$ cat config.mk
export PLATFORM = sky130hd
export DESIGN_NAME = lcd_ctrl_top
export DESIGN_NICKNAME = d
export VERILOG_FILES = /design/src/source/lcd_pkg.sv /design/src/source/lcd_axil_regs.sv /design/src/source/lcd_init_seq.sv /design/src/source/lcd_bus_writer.sv /design/src/source/lcd_ctrl_top.sv
export SDC_FILE = /design/constraint.sdc
export NUM_CORES = 1
export LEC_CHECK = 0
export BUFFER_PORTS_ARGS = -buffer_cell sky130_fd_sc_hd__buf_4
export CAP_MARGIN = 10
export CORE_MARGIN = 3
export CORE_UTILIZATION = 59
export DETAILED_ROUTE_END_ITERATION = 8
export MAX_ROUTING_LAYER = met4
export PLACE_DENSITY = 0.85
export RECOVER_POWER = 25
export SYNTH_ARGS = -nofsm -noshare
export SYNTH_HDL_FRONTEND = slang
export SYNTH_SLANG_ARGS = --single-unit
$ cat constraint.sdc
create_clock -name pclk -period 5.85 [get_ports pclk]
set_clock_uncertainty 0.15 [all_clocks]
set_input_delay 1.17 -clock pclk [delete_from_list [all_inputs] [get_ports pclk]]
set_output_delay 1.17 -clock pclk [all_outputs]
set_load 0.005 [all_outputs]
$ cat src/source/lcd_init_rom.hex
// kind in the top digit (0 cmd, 1 param, 2 delay, 3 end), body in the low 16 bits
// a delay body holds its count of delay units in bits 11:0
00001
20005
00011
2000A
0003A
10055
00036
10048
0002A
10000
10000
10000
10007
0002B
10000
10000
10000
10003
00029
0002C
30000
$ cat src/source/lcd_pkg.sv
package lcd_pkg;

    localparam int AXI_AW    = 8;
    localparam int ROM_DEPTH = 32;
    localparam int ROM_AW    = 5;

    localparam logic [AXI_AW-1:0] REG_CTRL     = 8'h00;
    localparam logic [AXI_AW-1:0] REG_STATUS   = 8'h04;
    localparam logic [AXI_AW-1:0] REG_BG_COLOR = 8'h08;
    localparam logic [AXI_AW-1:0] REG_PIXEL    = 8'h0C;
    localparam logic [AXI_AW-1:0] REG_CMD      = 8'h10;

    typedef enum logic [1:0] {
        OKAY   = 2'b00,
        SLVERR = 2'b10
    } axil_resp_e;

    // one word on the panel bus
    typedef struct packed {
        logic        rs;   // 0 command, 1 parameter or pixel
        logic [15:0] data;
    } lcd_word_t;

    typedef enum logic [1:0] {
        CMD   = 2'd0,
        PARAM = 2'd1,
        DELAY = 2'd2,
        END   = 2'd3
    } rom_kind_e;

    typedef struct packed {
        logic [3:0]  rsvd;
        logic [11:0] count;   // in delay units
    } rom_delay_t;

    typedef union packed {
        logic [15:0] data;
        rom_delay_t  delay;
    } rom_body_u;

    typedef struct packed {
        rom_kind_e kind;
        rom_body_u body;
    } rom_entry_t;

endpackage

$ cat src/source/lcd_axil_regs.sv
`timescale 1ns/10ps
module lcd_axil_regs import lcd_pkg::*; (
    input  logic              pclk,
    input  logic              rst_n,
    input  logic [AXI_AW-1:0] awaddr,
    input  logic              awvalid,
    output logic              awready,
    input  logic [31:0]       wdata,
    input  logic [3:0]        wstrb,
    input  logic              wvalid,
    output logic              wready,
    output axil_resp_e        bresp,
    output logic              bvalid,
    input  logic              bready,
    input  logic [AXI_AW-1:0] araddr,
    input  logic              arvalid,
    output logic              arready,
    output logic [31:0]       rdata,
    output axil_resp_e        rresp,
    output logic              rvalid,
    input  logic              rready,
    output logic              start,
    output logic [15:0]       bg_color,
    output lcd_word_t         host_word,
    output logic              host_valid,
    input  logic              host_ready,
    input  logic              busy,
    input  logic              done
);
    logic       aw_hs;
    logic       ar_hs;
    logic       host_fire;
    logic       wr_host;
    logic       wr_ok;
    logic [31:0] rd_data;
    axil_resp_e  rd_resp;

    // one write in flight, host word included
    assign aw_hs     = awvalid && wvalid && !bvalid && !host_valid;
    assign awready   = aw_hs;
    assign wready    = aw_hs;
    assign ar_hs     = arvalid && !rvalid;
    assign arready   = ar_hs;
    assign host_fire = host_valid && host_ready;

    assign wr_host = (awaddr == REG_PIXEL) || (awaddr == REG_CMD);
    assign wr_ok   = (awaddr == REG_CTRL) || (awaddr == REG_BG_COLOR) || (wr_host && done);

    always_ff @(posedge pclk) begin
        if (!rst_n) begin
            bvalid     <= 1'b0;
            host_valid <= 1'b0;
            start      <= 1'b0;
            bg_color   <= '0;
        end else begin
            start <= 1'b0;
            if (bvalid && bready)
                bvalid <= 1'b0;
            if (host_fire) begin
                host_valid <= 1'b0;
                bvalid     <= 1'b1;   // response waits for the sequencer
            end
            if (aw_hs) begin
                if (wr_host && done)
                    host_valid <= 1'b1;
                else
                    bvalid <= 1'b1;
                if (awaddr == REG_CTRL && wstrb[0] && wdata[0] && !busy)
                    start <= 1'b1;
                if (awaddr == REG_BG_COLOR && wstrb[0])
                    bg_color[7:0] <= wdata[7:0];
                if (awaddr == REG_BG_COLOR && wstrb[1])
                    bg_color[15:8] <= wdata[15:8];
            end
        end
    end

    always_ff @(posedge pclk) begin
        if (aw_hs) begin
            bresp <= wr_ok ? OKAY : SLVERR;
            if (wr_host) begin
                host_word.rs   <= (awaddr == REG_PIXEL);
                host_word.data <= wdata[15:0];
            end
        end
    end

    always_comb begin
        rd_data = '0;
        rd_resp = OKAY;
        case (araddr)
            REG_CTRL, REG_PIXEL, REG_CMD: rd_data = '0;   // write only, reads as zero
            REG_STATUS:   rd_data[1:0]  = {done, busy};
            REG_BG_COLOR: rd_data[15:0] = bg_color;
            default:      rd_resp = SLVERR;
        endcase
    end

    always_ff @(posedge pclk) begin
        if (!rst_n)
            rvalid <= 1'b0;
        else if (ar_hs)
            rvalid <= 1'b1;
        else if (rvalid && rready)
            rvalid <= 1'b0;
    end

    always_ff @(posedge pclk) begin
        if (ar_hs) begin
            rdata <= rd_data;
            rresp <= rd_resp;
        end
    end

    a_host_word_hold: assert property (@(posedge pclk) disable iff (!rst_n)
        host_valid && !host_ready |=> $stable(host_word));

    a_bvalid_req: assert property (@(posedge pclk) disable iff (!rst_n)
        $rose(bvalid) |-> $past(aw_hs || host_fire));

    a_rvalid_req: assert property (@(posedge pclk) disable iff (!rst_n)
        $rose(rvalid) |-> $past(ar_hs));

endmodule

$ cat src/source/lcd_init_seq.sv
`timescale 1ns/10ps
module lcd_init_seq import lcd_pkg::*; #(
    parameter int H_RES      = 320,
    parameter int V_RES      = 240,
    parameter int DELAY_UNIT = 1000
) (
    input  logic        pclk,
    input  logic        rst_n,
    input  logic        start,
    input  logic [15:0] bg_color,
    input  lcd_word_t   host_word,
    input  logic        host_valid,
    output logic        host_ready,
    output logic        busy,
    output logic        done,
    output lcd_word_t   word,
    output logic        word_valid,
    input  logic        word_ready
);
    localparam int NPIX = H_RES * V_RES;
    localparam int PW   = $clog2(NPIX);
    localparam int UW   = $clog2(DELAY_UNIT + 1);

    typedef enum logic [2:0] {
        IDLE,
        FETCH,
        SEND,
        WAIT,
        FILL,
        READY
    } state_e;

    state_e            state;
    rom_entry_t        rom [ROM_DEPTH];
    rom_entry_t        rom_q;
    logic [ROM_AW-1:0] rom_addr;
    logic [11:0]       dly_cnt;
    logic [UW-1:0]     unit_cnt;
    logic [PW-1:0]     pix_cnt;
    logic [15:0]       fill_color;
    logic              rom_word;
    logic              go;

    initial $readmemh("/design/src/source/lcd_init_rom.hex", rom);

    always_ff @(posedge pclk) begin
        rom_q <= rom[rom_addr];   // one cycle read
    end

    assign rom_word = (rom_q.kind == CMD) || (rom_q.kind == PARAM);
    assign go       = start && (state == IDLE || state == READY);

    always_comb begin
        word       = host_word;
        word_valid = 1'b0;
        case (state)
            SEND: begin
                word.rs    = (rom_q.kind == PARAM);
                word.data  = rom_q.body.data;
                word_valid = rom_word;
            end
            FILL: begin
                word.rs    = 1'b1;
                word.data  = fill_color;
                word_valid = 1'b1;
            end
            READY:   word_valid = host_valid;   // host words pass straight on
            default: word_valid = 1'b0;
        endcase
    end

    assign host_ready = (state == READY) && word_ready;

    always_ff @(posedge pclk) begin
        if (!rst_n) begin
            state    <= IDLE;
            rom_addr <= '0;
            dly_cnt  <= '0;
            unit_cnt <= '0;
            pix_cnt  <= '0;
            busy     <= 1'b0;
            done     <= 1'b0;
        end else begin
            case (state)
                IDLE, READY: begin
                    if (go) begin
                        state    <= FETCH;
                        rom_addr <= '0;
                        busy     <= 1'b1;
                        done     <= 1'b0;
                    end
                end
                FETCH: state <= SEND;
                SEND: begin
                    case (rom_q.kind)
                        CMD, PARAM: begin
                            if (word_ready) begin
                                rom_addr <= rom_addr + 1'b1;
                                state    <= FETCH;
                            end
                        end
                        DELAY: begin
                            dly_cnt  <= rom_q.body.delay.count;
                            unit_cnt <= UW'(DELAY_UNIT - 1);
                            state    <= WAIT;
                        end
                        default: begin   // end of table
                            pix_cnt <= '0;
                            state   <= FILL;
                        end
                    endcase
                end
                WAIT: begin
                    if (dly_cnt == '0) begin
                        rom_addr <= rom_addr + 1'b1;
                        state    <= FETCH;
                    end else if (unit_cnt == '0) begin
                        unit_cnt <= UW'(DELAY_UNIT - 1);
                        dly_cnt  <= dly_cnt - 1'b1;
                    end else begin
                        unit_cnt <= unit_cnt - 1'b1;
                    end
                end
                FILL: begin
                    if (word_ready) begin
                        if (pix_cnt == PW'(NPIX - 1)) begin
                            state <= READY;
                            busy  <= 1'b0;
                            done  <= 1'b1;
                        end else begin
                            pix_cnt <= pix_cnt + 1'b1;
                        end
                    end
                end
                default: state <= IDLE;
            endcase
        end
    end

    // colour latched so a host write during fill has no effect on it
    always_ff @(posedge pclk) begin
        if (go)
            fill_color <= bg_color;
    end

    a_no_word_in_wait: assert property (@(posedge pclk) disable iff (!rst_n)
        state == WAIT |-> !word_valid);

endmodule

$ cat src/source/lcd_bus_writer.sv
`timescale 1ns/10ps
module lcd_bus_writer import lcd_pkg::*; #(
    parameter int WR_LOW  = 2,
    parameter int WR_HIGH = 2
) (
    input  logic        pclk,
    input  logic        rst_n,
    input  lcd_word_t   word,
    input  logic        word_valid,
    output logic        word_ready,
    output logic        cs_n,
    output logic        rs,
    output logic        wr_n,
    output logic [15:0] data
);
    localparam int CW = $clog2(WR_LOW + WR_HIGH + 1);

    logic [CW-1:0] phase;

    always_ff @(posedge pclk) begin
        if (!rst_n) begin
            word_ready <= 1'b0;
            phase      <= CW'(WR_LOW + WR_HIGH - 1);   // ready one cycle after reset
            cs_n       <= 1'b1;
            wr_n       <= 1'b1;
        end else if (word_ready) begin
            if (word_valid) begin
                word_ready <= 1'b0;
                phase      <= '0;
                cs_n       <= 1'b0;
                wr_n       <= 1'b0;
            end
        end else begin
            phase <= phase + 1'b1;
            if (phase == CW'(WR_LOW - 1))
                wr_n <= 1'b1;   // panel latches here
            if (phase == CW'(WR_LOW + WR_HIGH - 1)) begin
                word_ready <= 1'b1;
                cs_n       <= 1'b1;
            end
        end
    end

    always_ff @(posedge pclk) begin
        if (word_valid && word_ready) begin
            data <= word.data;
            rs   <= word.rs;
        end
    end

    a_bus_stable: assert property (@(posedge pclk) disable iff (!rst_n)
        !cs_n && $past(!cs_n) |-> $stable(data) && $stable(rs));

endmodule

$ cat src/source/lcd_ctrl_top.sv
`timescale 1ns/10ps
module lcd_ctrl_top import lcd_pkg::*; #(
    parameter int H_RES      = 320,
    parameter int V_RES      = 240,
    parameter int DELAY_UNIT = 1000,
    parameter int WR_LOW     = 2,
    parameter int WR_HIGH    = 2
) (
    input  logic              pclk,
    input  logic              rst_n,
    input  logic [AXI_AW-1:0] awaddr,
    input  logic              awvalid,
    output logic              awready,
    input  logic [31:0]       wdata,
    input  logic [3:0]        wstrb,
    input  logic              wvalid,
    output logic              wready,
    output axil_resp_e        bresp,
    output logic              bvalid,
    input  logic              bready,
    input  logic [AXI_AW-1:0] araddr,
    input  logic              arvalid,
    output logic              arready,
    output logic [31:0]       rdata,
    output axil_resp_e        rresp,
    output logic              rvalid,
    input  logic              rready,
    output logic              cs_n,
    output logic              rs,
    output logic              wr_n,
    output logic [15:0]       data
);
    logic        start;
    logic [15:0] bg_color;
    lcd_word_t   host_word;
    logic        host_valid;
    logic        host_ready;
    logic        busy;
    logic        done;
    lcd_word_t   word;
    logic        word_valid;
    logic        word_ready;

    lcd_axil_regs i_regs (
        .pclk       (pclk),
        .rst_n      (rst_n),
        .awaddr     (awaddr),
        .awvalid    (awvalid),
        .awready    (awready),
        .wdata      (wdata),
        .wstrb      (wstrb),
        .wvalid     (wvalid),
        .wready     (wready),
        .bresp      (bresp),
        .bvalid     (bvalid),
        .bready     (bready),
        .araddr     (araddr),
        .arvalid    (arvalid),
        .arready    (arready),
        .rdata      (rdata),
        .rresp      (rresp),
        .rvalid     (rvalid),
        .rready     (rready),
        .start      (start),
        .bg_color   (bg_color),
        .host_word  (host_word),
        .host_valid (host_valid),
        .host_ready (host_ready),
        .busy       (busy),
        .done       (done)
    );

    lcd_init_seq #(
        .H_RES      (H_RES),
        .V_RES      (V_RES),
        .DELAY_UNIT (DELAY_UNIT)
    ) i_seq (
        .pclk       (pclk),
        .rst_n      (rst_n),
        .start      (start),
        .bg_color   (bg_color),
        .host_word  (host_word),
        .host_valid (host_valid),
        .host_ready (host_ready),
        .busy       (busy),
        .done       (done),
        .word       (word),
        .word_valid (word_valid),
        .word_ready (word_ready)
    );

    lcd_bus_writer #(
        .WR_LOW  (WR_LOW),
        .WR_HIGH (WR_HIGH)
    ) i_writer (
        .pclk       (pclk),
        .rst_n      (rst_n),
        .word       (word),
        .word_valid (word_valid),
        .word_ready (word_ready),
        .cs_n       (cs_n),
        .rs         (rs),
        .wr_n       (wr_n),
        .data       (data)
    );

endmodule

# Word level (Yosys, flattened, before mapping)
# Cells that the tools add are included.
# classes
n_eq_ne	28
mux	52
n_reduce_logical	52
n_addsub	4
# ops
operator	count
one-hot mux 17 bit (2 select lines)	2
2-to-1 mux 17 bit	3
2-to-1 mux 12 bit	3
== test 8 x 4 -> 1 bit (second input constant)	4
2-to-1 mux 10 bit	3
2-to-1 mux 1 bit	24
one-hot mux 12 bit (2 select lines)	1
2-to-1 mux 3 bit	7
one-hot mux 10 bit (2 select lines)	1
adder 17 x 1 -> 17 bit (second input constant)	1
== test 17 bit (second input constant)	1
== test 8 x 5 -> 1 bit (second input constant)	2
logical AND 1 bit	16
logical NOT 8 bit	2
one-hot mux 3 bit (5 select lines)	1
!= test 2 x 1 -> 1 bit (second input constant)	7
logical NOT 12 bit	1
AND reduction 2 bit	6
AND reduction 4 bit	3
nonzero test 2 bit	6
subtractor 12 x 1 -> 12 bit (second input constant)	1
logical NOT 10 bit	1
subtractor 10 x 1 -> 10 bit (second input constant)	1
== test 3 x 2 -> 1 bit (second input constant)	3
22 further kinds	36
# totals
output_inout_bits	60
regBits	158
input_bits	59
wordCells	163

# Depth between registers and ports, before layout
# logic_depth
depth_word	6
depth_mapped	8
depth_no_buf	6

# By module
# Synthesis repeated with hierarchy kept, for this count alone.
# unflattened
cells_unflattened	550
area_unflattened_um2	6098.3
# modules_own_cells
module	area_per_inst_um2	seq_area_each_um2	n_inst	cells_per_inst
lcd_init_seq	2990.4	1361.3	1	312
lcd_axil_regs	2318.5	1451.4	1	191
lcd_bus_writer	789.5	630.6	1	47

# Worst setup path before layout
# OpenSTA, ideal clock, no wires.
# synth_timing
path_kind	input to output
startpoint	input arvalid
endpoint	output arready
n_path_buf	0
path_slack_ns	2.490
path_stages	1
arrival_time_ns	2.040
t_required_ns	4.530
path_cell_list	nor2b_1
# synth_via
elab_chain_cells	1
# synth_rtl
item	line_no	rtl
start: declaration	lcd_ctrl_top.sv:22	input logic arvalid,
logical AND 1 bit	lcd_axil_regs.sv:42	assign ar_hs = arvalid && !rvalid;
end: declaration	lcd_ctrl_top.sv:23	output logic arready,
# Every way passes these cells.

# Final worst setup path
# Ends and elaborated chain as after synthesis.

==> run_results.csv <==
group,metric,value,unit
status,status,"complete, no violations",
clock_network,clockBufferDepth,2,
final_layout,stdcell_area,7050,µm²
floorplanning,die-width,106,µm
grt,gr-total-overflow,0,
setup_path,slowest_stage,"clkbuf_1",
timing,tns,0,ps
power_and_ir_drop,p_int,1.61,mW
placed_design,place_congestion,0.832,
logic_synthesis,syn_avg_cell_area,11.3,µm²
power_and_ir_drop,p_per_area,301,nW/µm²
setup_path,path_cells,"clkbuf_4 > nor2b_1 > clkbuf_1 > buf_4",
power_and_ir_drop,switching_share,24.1,%
floorplanning,start_util,62.2,%
power_and_ir_drop,vdd_drop_max,0.000222,V
clock_network,htree_num_levels,4,
timing,maxSlewHeadroom,24.5,%
setup_path,startpoint,"arvalid",
routing,vias_per_cell,5.66,
final_layout,antenna_cells,0,
grt,grt_pass1_vias,4284,
setup_path,reg2reg_from,"i_regs.host_valid$_SDFF_PN0_",
setup_path,endpoint_kind,"output pin",
clock_network,cts_made_buffers,17,
power_and_ir_drop,clkPwrFrac,46.1,%
floorplanning,die_y,106,µm
final_layout,area_growth,19.4,%
routing,dr_total_vias,4227,
timing,finalHoldViolations,0,
setup_path,cp-start-kind,"primary input",
floorplanning,die_area,11300,µm²
setup_path,worstRegToRegCells,3,
routing,drc,0,
timing,finalSetupViolations,0,
setup_path,critPathRequiredTime,4530,ps
final_layout,register_area,3440,µm²
setup_path,criticalPathCategory,"primary input to output pin",
timing,hold_slack,295,ps
routing,post_drt_wl_per_cell,16.6,µm
clock_network,cts_tree,"yes",
timing,rsz0062_at_grt,"false",
min_path,hold_class,"flip-flop to flip-flop",
routing,wl,12400,µm
clock_network,clock_sinks,138,
setup_path,crit_arrival,2480,ps
timing,fin_crit,3800,ps
clock_network,clk_pin_slew_worst_paths,70,ps
logic_synthesis,synth_edf_count,68,
logic_synthesis,ys_types,62,
grt,grt_first_pass_wirelength,20400,µm
min_path,worstHoldStart,"i_regs.bg_color[13]$_SDFFE_PN0P_",
placed_design,place.port_buffers,82,
logic_synthesis,async_reset_ff_share,0,%
floorplanning,core,9500,µm²
min_path,min_path_cells,0,
final_layout,multi_input_area,2220,µm²
clock_network,cts-root-buf,"clkbuf_8",
setup_path,cp_slowest_stage_delay,840,ps
logic_synthesis,syn-cell-area,5910,µm²
timing,drv_slew,0,
placed_design,placed_area,6570,µm²
floorplanning,num_rows,35,
power_and_ir_drop,pwr-share-seq,49.0,%
floorplanning,pin_count,119,
grt,track_usage,23.6,%
logic_synthesis,yosys_most_used_dff,"dfxtp_1",
routing,ant_nets,0,
power_and_ir_drop,pwr-share-comb,4.9,%
power_and_ir_drop,switchingPower,0.511,mW
final_layout,nFillCells,614,
logic_synthesis,ys_warn_count,0,
timing,period_share,65.0,%
final_layout,finalNetCount,671,
power_and_ir_drop,power_leakage,2.67,nW
grt,antenna_found_initial,0,
clock_network,cts_resized,0,
clock_network,insertion_delay,520,ps
timing,max_slew.worst_pin.slew,1130,ps
placed_design,dp_hpwl,8120,µm
job,drv_cap,0,
setup_path,path_max_fanout,18,
logic_synthesis,yosysSeqAreaShare,58.3,%
timing,fmax,263,MHz
routing,drtPass1Iterations,4,
final_layout,drive_gt1_share,21.0,%
logic_synthesis,syn_inst,521,
routing,drtIter0Drc,311,
clock_network,post_cts_buffers,0,
logic_synthesis,ys_ff_latch,138,
clock_network,cts_hold_buf,0,
grt,grt_max_degree,46,
-- power by group through the flow --
stage               Clock, mW  Combinational [mW]  Sequential (mW)
detailed placement          0               0.106             1.06
global placement            0               0.102             1.06
global route             1.03               0.115             1.04
floorplan                   0              0.0627             1.06
CTS                     0.989               0.108             1.04
finish                  0.978               0.103             1.04
-- worst paths after layout --
path	slack, ps	end
max	2050	arready
min	290	i_seq.fill_color[13]$_DFFE_PP_
max reg2reg	3350	i_regs.host_word[0]$_DFFE_PP_
min reg2reg	290	i_seq.fill_color[13]$_DFFE_PP_
-- cells by family (layout without fill, tap and decap cells) --
family	Yosys count	count (layout)	share of synthesized area (%)
other cells	1	18	0.0635
fa+ha+maj	7	7	1.48
flops	138	138	58.3
xor+xnor	19	19	2.82
simple gates	196	196	19.5
compound gates	77	77	8.01
mux	25	25	4.57
buf+inv	58	138	5.27
-- stage by stage --
step	utilization (%)	instances	power, mW	setup slack [ps]
after global placement	69.1	715	1.16	2470
after global routing	74.2	747	2.19	1910
final	74.2	747	2.12	2050
after CTS	74.8	747	2.14	2660
after floorplan	-	538	1.12	2490
after detailed placement	69.1	715	1.17	2440
-- routing by layer --
metal | track usage, % | part of all wire [%] | wire length (µm)
met1 | 26.7 | 40 | 4970
met2 | 40.3 | 50 | 6270
met3 | 4.74 | 6.5 | 808
met4 | 11.7 | 3.0 | 371
met5 | - | 0 | 0
-- layout by cell type (no fill, tap or decap), types with 17 or more instances in the layout --
| cell type | count |
|---|---|
| a21oi_1 | 19 |
| conb_1 | 18 |
| nand2_1 | 30 |
| dfxtp_1 | 70 |
| nand3_1 | 20 |
| buf_4 | 69 |
| nor2_1 | 40 |
| inv_1 | 17 |
| and2_1 | 20 |
| edfxtp_1 | 68 |
-- Yosys cell counts, drive strengths merged (7+ instances only) --
cell | n | area share [%]
clkbuf | 11 | 0.70
o21ai | 26 | 2.2
xnor2 | 11 | 1.6
dfxtp | 70 | 24
nand3 | 20 | 1.7
nor3 | 12 | 1.4
nand2 | 30 | 1.9
nor2b | 7 | 0.74
edfxtp | 68 | 35
and2 | 20 | 2.1
a21oi | 19 | 1.6
inv | 17 | 1.1
xor2 | 8 | 1.2
ha | 7 | 1.5
mux2i | 9 | 1.5
mux2 | 16 | 3.0
nor2 | 42 | 2.9
nand4 | 11 | 1.9
or4 | 7 | 1.0
nor4 | 9 | 1.2
or3 | 8 | 0.85
buf | 30 | 3.5
-- sequential cells by signal, summed over array words and instances (netlist names), 3 cells and up --
signal and flops:
i_regs.bg_color 16, i_regs.rdata 16, i_seq.state 3, i_seq.unit_cnt 10, i_writer.phase 3, i_writer.data 16
i_seq.dly_cnt 12, i_seq.fill_color 16, i_seq.pix_cnt 17, i_regs.host_word 17
-- worst max-delay path: cells and delay by family --
kind / cells / cell delay [ps]
buf+inv: 3 / 1190
simple gates: 1 / 110
-- final cells by class --
cell class                      count  share of cell area (%)
Clock buffer                       17                    5.87
Clock inverter                     15                    1.85
Inverter                           17                   0.905
Multi-Input combinational cell    342                    31.5
Sequential cell                   138                    48.8
Tap cell                          129                    2.29
Timing Repair Buffer               89                    8.73
Power figures use the tool's default switching activity.
